`src/hw/status_pkg.sv`:
```
`default_nettype none

package status_pkg;

  // Start-of-frame counter
  localparam int SOF_COUNT_W = 8;

  // Counter taps for the blink LED
  localparam int BLINK_BIT = 2;
  localparam int BLINK_ERR_BIT = 1;

  // LED bit positions
  localparam int LED_ACTIVITY = 0;
  localparam int LED_CONFIGURED = 1;
  localparam int LED_CRC = 2;
  localparam int LED_BLINK = 3;

  // Blink pattern, error mode once a CRC error was seen
  typedef enum logic {
    BLINK_NORMAL = 1'b0,
    BLINK_ERROR  = 1'b1
  } blink_mode_e;

endpackage

`default_nettype wire

```
`src/hw/buffer_pkg.sv`:
```
`default_nettype none

package buffer_pkg;

  // Buffer geometry
  localparam int BUF_DEPTH = 16;
  localparam int BUF_ADDR_W = 4;

  // One extra wrap bit tells full from empty
  localparam int BUF_PTR_W = 5;

  // Stored stream word, last flag above the data byte
  typedef struct packed {
    logic       last;
    logic [7:0] data;
  } buf_word_t;

  // Side that won the memory port last time
  typedef enum logic {
    GRANT_WRITE = 1'b0,
    GRANT_READ  = 1'b1
  } grant_e;

endpackage

`default_nettype wire
```
`src/hw/buf_bus_if.sv`:
```
`timescale 1ns/1ps
`default_nettype none

interface buf_bus_if;

  // Request side
  logic                                req;
  logic                                we;
  logic [buffer_pkg::BUF_ADDR_W-1:0]   addr;
  buffer_pkg::buf_word_t               wdata;

  // Arbiter side, gnt is combinational from req
  logic                                gnt;
  buffer_pkg::buf_word_t               rdata;

  modport requester (
    output req,
    output we,
    output addr,
    output wdata,
    input  gnt,
    input  rdata
  );

  modport arbiter (
    input  req,
    input  we,
    input  addr,
    input  wdata,
    output gnt,
    output rdata
  );

endinterface

`default_nettype wire

```
`src/hw/bulk_loopback_top.sv`:
```
`timescale 1ns/1ps
`default_nettype none

module bulk_loopback_top (
  input  wire         usb_clock,
  input  wire         rst_n,
  input  wire         configured_i,
  input  wire         sof_i,
  input  wire         crc_err_i,
  // Bulk OUT stream from the host
  input  wire         out_valid_i,
  output logic        out_ready_o,
  input  wire         out_last_i,
  input  wire [7:0]   out_data_i,
  // Bulk IN stream back to the host
  output logic        in_valid_o,
  input  wire         in_ready_i,
  output logic        in_last_o,
  output logic [7:0]  in_data_o,
  output logic [3:0]  leds_o
);

  logic [buffer_pkg::BUF_PTR_W-1:0] wr_ptr;
  logic [buffer_pkg::BUF_PTR_W-1:0] rd_ptr;

  buf_bus_if wr_bus ();
  buf_bus_if rd_bus ();

  bulk_out_writer u_writer (
    .usb_clock    (usb_clock),
    .rst_n        (rst_n),
    .configured_i (configured_i),
    .out_valid_i  (out_valid_i),
    .out_ready_o  (out_ready_o),
    .out_last_i   (out_last_i),
    .out_data_i   (out_data_i),
    .rd_ptr_i     (rd_ptr),
    .wr_ptr_o     (wr_ptr),
    .bus          (wr_bus.requester)
  );

  bulk_in_reader u_reader (
    .usb_clock    (usb_clock),
    .rst_n        (rst_n),
    .configured_i (configured_i),
    .wr_ptr_i     (wr_ptr),
    .rd_ptr_o     (rd_ptr),
    .in_valid_o   (in_valid_o),
    .in_ready_i   (in_ready_i),
    .in_last_o    (in_last_o),
    .in_data_o    (in_data_o),
    .bus          (rd_bus.requester)
  );

  buffer_arbiter u_arbiter (
    .usb_clock (usb_clock),
    .rst_n     (rst_n),
    .wr_bus    (wr_bus.arbiter),
    .rd_bus    (rd_bus.arbiter)
  );

  // Activity LED follows IN data waiting
  status_leds u_status (
    .usb_clock    (usb_clock),
    .rst_n        (rst_n),
    .configured_i (configured_i),
    .sof_i        (sof_i),
    .crc_err_i    (crc_err_i),
    .activity_i   (in_valid_o),
    .leds_o       (leds_o)
  );

endmodule

`default_nettype wire

```
`src/hw/status_leds.sv`:
```
`timescale 1ns/1ps
`default_nettype none

module status_leds (
  input  wire         usb_clock,
  input  wire         rst_n,
  input  wire         configured_i,
  input  wire         sof_i,
  input  wire         crc_err_i,
  input  wire         activity_i,
  output logic [3:0]  leds_o
);

  logic                                  sof_q;
  logic [status_pkg::SOF_COUNT_W-1:0]    count_q;
  status_pkg::blink_mode_e               mode_q;
  logic                                  activity_q;
  logic                                  configured_q;
  logic                                  blink;

  always_ff @(posedge usb_clock or negedge rst_n) begin
    if (!rst_n) begin
      sof_q        <= 1'b0;
      count_q      <= '0;
      mode_q       <= status_pkg::BLINK_NORMAL;
      activity_q   <= 1'b0;
      configured_q <= 1'b0;
    end else begin
      sof_q        <= sof_i;
      activity_q   <= activity_i;
      configured_q <= configured_i;
      // Count rising edges only
      if (sof_i && !sof_q) begin
        count_q <= count_q + 1'b1;
      end
      // Sticky until reset
      if (crc_err_i) begin
        mode_q <= status_pkg::BLINK_ERROR;
      end
    end
  end

  // Error mode blinks in short bursts
  always_comb begin
    if (mode_q == status_pkg::BLINK_ERROR) begin
      blink = count_q[status_pkg::BLINK_BIT] && count_q[status_pkg::BLINK_ERR_BIT];
    end else begin
      blink = count_q[status_pkg::BLINK_BIT];
    end
  end

  always_comb begin
    leds_o                             = '0;
    leds_o[status_pkg::LED_ACTIVITY]   = activity_q;
    leds_o[status_pkg::LED_CONFIGURED] = configured_q;
    leds_o[status_pkg::LED_CRC]        = (mode_q == status_pkg::BLINK_ERROR);
    leds_o[status_pkg::LED_BLINK]      = blink;
  end

endmodule

`default_nettype wire

```
`src/hw/bulk_in_reader.sv`:
```
`timescale 1ns/1ps
`default_nettype none

module bulk_in_reader (
  input  wire                                usb_clock,
  input  wire                                rst_n,
  input  wire                                configured_i,
  input  wire [buffer_pkg::BUF_PTR_W-1:0]    wr_ptr_i,
  output logic [buffer_pkg::BUF_PTR_W-1:0]   rd_ptr_o,
  output logic                               in_valid_o,
  input  wire                                in_ready_i,
  output logic                               in_last_o,
  output logic [7:0]                         in_data_o,
  buf_bus_if.requester                       bus
);

  localparam int PW = buffer_pkg::BUF_PTR_W;

  logic [PW-1:0]           fetch_ptr_q;
  logic [PW-1:0]           rd_ptr_q;
  logic                    pending_q;
  logic                    out_valid_q;
  buffer_pkg::buf_word_t   out_q;
  logic                    empty;

  assign empty = (wr_ptr_i == fetch_ptr_q);

  // One fetch at a time, only into a free output register
  assign bus.req   = !empty && configured_i && !pending_q && !out_valid_q;
  assign bus.we    = 1'b0;
  assign bus.addr  = fetch_ptr_q[buffer_pkg::BUF_ADDR_W-1:0];
  assign bus.wdata = '0;

  // The slot is released to the writer once the word leaves on IN
  always_ff @(posedge usb_clock or negedge rst_n) begin
    if (!rst_n) begin
      fetch_ptr_q <= '0;
      rd_ptr_q    <= '0;
      pending_q   <= 1'b0;
      out_valid_q <= 1'b0;
    end else begin
      pending_q <= bus.req && bus.gnt;
      if (bus.req && bus.gnt) begin
        fetch_ptr_q <= fetch_ptr_q + 1'b1;
      end
      if (pending_q) begin
        out_valid_q <= 1'b1;
      end else if (out_valid_q && in_ready_i) begin
        out_valid_q <= 1'b0;
        rd_ptr_q    <= rd_ptr_q + 1'b1;
      end
    end
  end

  always_ff @(posedge usb_clock) begin
    if (pending_q) begin
      out_q <= bus.rdata;
    end
  end

  assign in_valid_o = out_valid_q;
  assign in_last_o  = out_q.last;
  assign in_data_o  = out_q.data;
  assign rd_ptr_o   = rd_ptr_q;

endmodule

`default_nettype wire

```
`src/hw/bulk_out_writer.sv`:
```
`timescale 1ns/1ps
`default_nettype none

module bulk_out_writer (
  input  wire                                usb_clock,
  input  wire                                rst_n,
  input  wire                                configured_i,
  input  wire                                out_valid_i,
  output logic                               out_ready_o,
  input  wire                                out_last_i,
  input  wire [7:0]                          out_data_i,
  input  wire [buffer_pkg::BUF_PTR_W-1:0]    rd_ptr_i,
  output logic [buffer_pkg::BUF_PTR_W-1:0]   wr_ptr_o,
  buf_bus_if.requester                       bus
);

  localparam int AW = buffer_pkg::BUF_ADDR_W;
  localparam int PW = buffer_pkg::BUF_PTR_W;

  logic                    hold_valid_q;
  buffer_pkg::buf_word_t   hold_q;
  logic [PW-1:0]           wr_ptr_q;
  logic                    full;

  // Same slot, opposite lap
  assign full = (wr_ptr_q[AW-1:0] == rd_ptr_i[AW-1:0]) &&
                (wr_ptr_q[PW-1] != rd_ptr_i[PW-1]);

  assign out_ready_o = !hold_valid_q && configured_i;

  // Holding register feeds the write request
  assign bus.req   = hold_valid_q && !full;
  assign bus.we    = 1'b1;
  assign bus.addr  = wr_ptr_q[AW-1:0];
  assign bus.wdata = hold_q;

  always_ff @(posedge usb_clock or negedge rst_n) begin
    if (!rst_n) begin
      hold_valid_q <= 1'b0;
      wr_ptr_q     <= '0;
    end else if (bus.req && bus.gnt) begin
      hold_valid_q <= 1'b0;
      wr_ptr_q     <= wr_ptr_q + 1'b1;
    end else if (out_valid_i && out_ready_o) begin
      hold_valid_q <= 1'b1;
    end
  end

  // Payload, loaded on each accepted byte
  always_ff @(posedge usb_clock) begin
    if (out_valid_i && out_ready_o) begin
      hold_q.last <= out_last_i;
      hold_q.data <= out_data_i;
    end
  end

  assign wr_ptr_o = wr_ptr_q;

endmodule

`default_nettype wire

```
`src/hw/buffer_arbiter.sv`:
```
`timescale 1ns/1ps
`default_nettype none

module buffer_arbiter (
  input  wire         usb_clock,
  input  wire         rst_n,
  buf_bus_if.arbiter  wr_bus,
  buf_bus_if.arbiter  rd_bus
);

  buffer_pkg::grant_e                  last_q;
  logic                                wr_win;
  logic                                rd_win;
  logic                                ram_en;
  logic                                ram_we;
  logic [buffer_pkg::BUF_ADDR_W-1:0]   ram_addr;
  buffer_pkg::buf_word_t               ram_wdata;
  buffer_pkg::buf_word_t               ram_rdata;

  // Writer wins a tie only if the reader had the last turn
  always_comb begin
    wr_win = wr_bus.req && (!rd_bus.req || last_q == buffer_pkg::GRANT_READ);
    rd_win = rd_bus.req && !wr_win;
  end

  assign wr_bus.gnt = wr_win;
  assign rd_bus.gnt = rd_win;

  // Steer the winner onto the memory port
  always_comb begin
    ram_en = wr_win || rd_win;
    if (wr_win) begin
      ram_we    = wr_bus.we;
      ram_addr  = wr_bus.addr;
      ram_wdata = wr_bus.wdata;
    end else begin
      ram_we    = rd_bus.we;
      ram_addr  = rd_bus.addr;
      ram_wdata = rd_bus.wdata;
    end
  end

  always_ff @(posedge usb_clock or negedge rst_n) begin
    if (!rst_n) begin
      last_q <= buffer_pkg::GRANT_READ;
    end else if (wr_win) begin
      last_q <= buffer_pkg::GRANT_WRITE;
    end else if (rd_win) begin
      last_q <= buffer_pkg::GRANT_READ;
    end
  end

  buffer_ram u_buffer_ram (
    .usb_clock (usb_clock),
    .en_i      (ram_en),
    .we_i      (ram_we),
    .addr_i    (ram_addr),
    .wdata_i   (ram_wdata),
    .rdata_o   (ram_rdata)
  );

  // Only a reader granted in the previous cycle looks at this
  assign wr_bus.rdata = ram_rdata;
  assign rd_bus.rdata = ram_rdata;

endmodule

`default_nettype wire

```
`src/hw/buffer_ram.sv`:
```
`timescale 1ns/1ps
`default_nettype none

module buffer_ram (
  input  wire                                 usb_clock,
  input  wire                                 en_i,
  input  wire                                 we_i,
  input  wire [buffer_pkg::BUF_ADDR_W-1:0]    addr_i,
  input  wire buffer_pkg::buf_word_t          wdata_i,
  output buffer_pkg::buf_word_t               rdata_o
);

  buffer_pkg::buf_word_t mem [buffer_pkg::BUF_DEPTH];

  // Single port, read data registered for one cycle
  always_ff @(posedge usb_clock) begin
    if (en_i) begin
      if (we_i) begin
        mem[addr_i] <= wdata_i;
      end else begin
        rdata_o <= mem[addr_i];
      end
    end
  end

endmodule

`default_nettype wire

```
`config.mk`:
```
export PLATFORM = sky130hd
export DESIGN_NAME = bulk_loopback_top
export DESIGN_NICKNAME = d
export VERILOG_FILES = /design/src/hw/status_pkg.sv /design/src/hw/buffer_pkg.sv /design/src/hw/buf_bus_if.sv /design/src/hw/bulk_loopback_top.sv /design/src/hw/status_leds.sv /design/src/hw/bulk_in_reader.sv /design/src/hw/bulk_out_writer.sv /design/src/hw/buffer_arbiter.sv /design/src/hw/buffer_ram.sv
export SDC_FILE = /design/constraint.sdc
export NUM_CORES = 1
export LEC_CHECK = 0
export ABC_AREA = 1
export BUFFER_PORTS_ARGS = -buffer_cell sky130_fd_sc_hd__buf_2
export CAP_MARGIN = 25
export CORE_MARGIN = 1
export CORE_UTILIZATION = 40
export CTS_CLUSTER_SIZE = 24
export DETAILED_ROUTE_END_ITERATION = 8
export PLACE_DENSITY = 0.67
export SYNTH_ARGS = -nofsm -noshare
export SYNTH_HDL_FRONTEND = slang
export SYNTH_SLANG_ARGS = --single-unit
```
`constraint.sdc`:
```
create_clock -name usb_clock -period 3 [get_ports usb_clock]
set_input_delay 0.15 -clock usb_clock [delete_from_list [all_inputs] [get_ports usb_clock]]
set_output_delay 0.15 -clock usb_clock [all_outputs]
set_load 0.01 [all_outputs]
```
==> metrics.md <==
| Metric | Value |
|---|---|
| Total grt overflow | 0 |
| I/O pins | 31 |
| Post-Layout Cell Count | between 1k and 1.5k |
| Status | finished, final reports clean |
| Die area | 0.02189 mm^2 |
| Flip-flop and latch count after synthesis | between 150 and 200 |
| Post-route cell area | between 0.009 and 0.01 mm^2 |
| Initial Util | 40.67% |
| Max Cap Viol | 0 |
| Setup crit start kind | register |
| Die Height | roughly 150 um |
| # nets final | 894 |
| Tmin final | around 2.7 ns |
| Root Driver | clkbuf_16 |
| Reg2Reg Depth | 16 |
| Final Hold Viols | 0 |
| Area grow syn2layout | 13.95% |
| Largest net degree at the start of global routing | 73 |
| Post-route setup TNS | 0 ns |
| Final Max Tran Viols | 0 |
| Number of distinct library cells after synthesis | 35 |
| CP Data Arrival Time | between 2 and 3 ns |
| Number of enable flip-flop cells after synthesis | 171 |
| Antenna violations before repair | 0 |
| Most common flop cell mapped by yosys | edfxtp_1 |
| Synthesized area | approximately 0.0085 mm^2 |
| Area after DPL | approximately 0.0091 mm^2 |
| Buf/Inv on CP | 3 |
| Clock transition at path regs | ~0.07 ns |
| Via Count | ~5.7k |
| Critical-path cell list | inv_2, nand2_1, nand2_1, nor2_1, nand3_2, nand3_4, nand2_8, nor2_2, a21oi_2, inv_2, nand2_1, nand2_1, nand2_1, nand2_1, inv_2, nand2_1 |
| Setup Viol. Count Final | 0 |
| Htree depth | 4 |
| Clock Sinks | 197 |
| Fin crit share | just under 90% |
| Final Worst Setup Slack | 0.3266 ns |
| Clock Skew | 0.006623 ns |
| First-pass GRT wire length | around 30,000 um |
| Clk buf depth | 2 |
| Buffers on Ports | 30 |
| Largest stage delay, worst path | about 0.54 ns |
| Antenna Violating Nets Remaining | 0 |
| Layout cell share with drive strength beyond 1 | 15.12% |
| Wire length per cell after detailed routing | about 16 um |
| # DRC | 0 |
| TritonCTS clock tree | yes |
| Yosys warns | 0 |
| Routed WL | between 15,000 and 20,000 um |
| Reg2Reg Setup Slack | ~0.33 ns |
| Ys async rst share | approximately an eighth |
| Mapped Cells | just over 800 |
| Clock latency on the worst-skew pair | between 0.4 and 0.5 ns |
| GRT Total Usage | between 10% and 20% |
| Mean post-synth cell area | between 10 and 15 um^2 |
| DP Wirelength | 11,590 um |
| GPL Wtd Cong | 0.8685 |
| Synthesized net count | roughly 830 |
| Antenna Diode Count | 0 |
| Fillers | just under 2k |
| Max Fclk | 0.3741 GHz |
| Cell area power density | between 1000 and 1500 mW/mm^2 |
| Hold/Removal Path Class | in -> async |
| Worst path required time | between 3 and 4 ns |
| Max Fanout on Critical Path | 36 |
| Setup Crit Path Kind | reg -> reg |
| Util after Layout | about 46% |
| Worst reg2reg path startpoint | u_writer.wr_ptr_o[2] |
| Most frequent CP cell | nand2_1 |
| R2R Path End | u_arbiter.u_buffer_ram.rdata_o[3] |
| Critical Path Sink Type | register |
| Place WS | ~0.32 ns |
| Die X | 148.0 um |
| Slowest stage cell, crit path | inv_2 |
| Row cnt | 53 |
| Placed Instances | roughly 1.1k |
| Drt initial violations | about 490 |
| Drt pass-1 iters | 5 |
| Max-slew headroom at the worst pin | about 43% |
| Leak | between 0.004 and 0.005 uW |
| CTS buffer count | 17 |
| VDD IR max | 0.5524 mV |
| Post-CTS Setup Inserts | 0 |
| Kind of cell adding the most delay to the critical path | simple AND/OR/NAND/NOR gates |
| RSZ-0062 raised after global routing | false |
| Worst-Margin Slew | between 0.8 and 0.9 ns |
| Core ar. | around 0.021 mm^2 |
| Register area share after synthesis | 67.90% |
| Routed vias/inst | 4.874 |
| Vias in the first global route | ~5.4k |
[layer usage]
metal	wire, um	vias to the layer above	GRT usage, %
li1	-	2768	-
met3	1078	18	2.716
met2	8834	182	29.01
met1	8362	2691	25.71
met5	0	-	0
met4	252	0	5.722
[cells by family after synthesis]
logic type,after synthesis,synth area share (%)
AND/OR/NAND/NOR,490,23.79
flip-flops,197,67.90
buffers and inverters,97,5.432
XOR/XNOR,13,1.336
AO/OA/AOI/OAI,10,0.8222
adder cells (fa/ha/maj),4,0.5873
multiplexers,1,0.1321
[through the flow]
| step | power (uW) | hold WS, ns |
|---|---|---|
| after floorplan | 7133 | -0.1456 |
| after detailed placement | 8397 | 0.1789 |
| final | 10380 | 0.2601 |
| after global routing | 11150 | 0.3227 |
| after CTS | 10430 | 0.2659 |
| after global placement | 8346 | 0.1777 |
[what timing repair did]
item / 4_1_cts / 5_1_grt
gates resized for setup: 0 / 0
endpoints found under the hold margin: 38 / 0
hold buffers: 14 / 0
[state kept, by name, summed over array words and instances, names as in the netlist]
signal	flops
u_status.mode_q	1
u_writer.bus.wdata	9
u_reader.pending_q	1
u_arbiter.u_buffer_ram.rdata_o	9
u_reader.in_valid_o	1
u_arbiter.u_buffer_ram.mem	144
u_status.activity_q	1
u_writer.wr_ptr_o	5
u_reader.in_last_o	1
u_reader.fetch_ptr_q	5
u_writer.hold_valid_q	1
u_reader.in_data_o	8
u_status.sof_q	1
u_arbiter.last_q	1
u_status.configured_q	1
u_reader.rd_ptr_o	5
u_status.count_q	3
[cells in the mapped netlist, types with 2 or more instances]
library cell	count	area, um^2
buf_2	17	85.08
buf_4	12	90.09
buf_6	4	45.04
clkbuf_1	2	7.510
dfrtp_1	25	625.6
edfxtp_1	171	5135
ha_1	4	50.05
inv_1	38	142.6
inv_2	23	86.33
nand2_1	354	1329
nand2_2	2	12.51
nand3_1	78	390.4
nand3_2	2	20.02
nor2_1	40	150.1
nor2_2	3	18.77
nor2_4	3	33.78
nor3_1	2	10.01
o21ai_0	4	20.02
xnor2_1	2	17.52
xor2_1	11	96.34
[power by group]
group	switching (uW)	internal, uW	leakage [uW]
Sequential	223	3690	0.00188
Clock	976	1050	0.000248
Combinational	3140	1310	0.00205
Total	4340	6040	0.00418
[layout make-up]
type                    count  area, um^2  share of cell area [%]
clock buffers              17       425.4                   4.381
clock inverters            14       88.84                  0.9148
inverters                  62       235.2                   2.422
multi-input cells         518        2272                   23.40
flip-flops and latches    197        5787                   59.59
well taps                 275       344.1                   3.543
repair buffers             78       558.0                   5.747
[cell usage in the layout (no fill, tap or decap), drive strengths merged]
cell	count
nor2	46
dlygate4sd3	14
nand2	357
nand3	81
edfxtp	171
clkbuf	17
dfrtp	25
ha	4
xnor2	2
nor4	1
nand4	1
buf	64
clkinvlp	3
mux2	1
inv	64
dfstp	1
a31oi	1
clkinv	9
nor3	2
a21oi	3
xor2	11
and2	1
o21ai	6
or2	1
[worst max path at each step]
stage | endpoint | slack (ns) | from | cells after the start
floorplan | u_arbiter.u_buffer_ram.mem[1][0] | 0.43 | u_reader.pending_q | 9
global placement | u_arbiter.u_buffer_ram.mem[6][4] | 0.34 | u_writer.wr_ptr_o[0] | 14
detailed placement | u_arbiter.u_buffer_ram.mem[6][5] | 0.32 | u_writer.wr_ptr_o[0] | 14
CTS | u_arbiter.u_buffer_ram.mem[6][8] | 0.30 | u_writer.wr_ptr_o[0] | 14
global route | u_arbiter.u_buffer_ram.mem[14][7] | 0.06 | u_writer.wr_ptr_o[0] | 14
finish | u_arbiter.u_buffer_ram.rdata_o[3] | 0.33 | u_writer.wr_ptr_o[2] | 16
(Power assumes the default switching activity.)
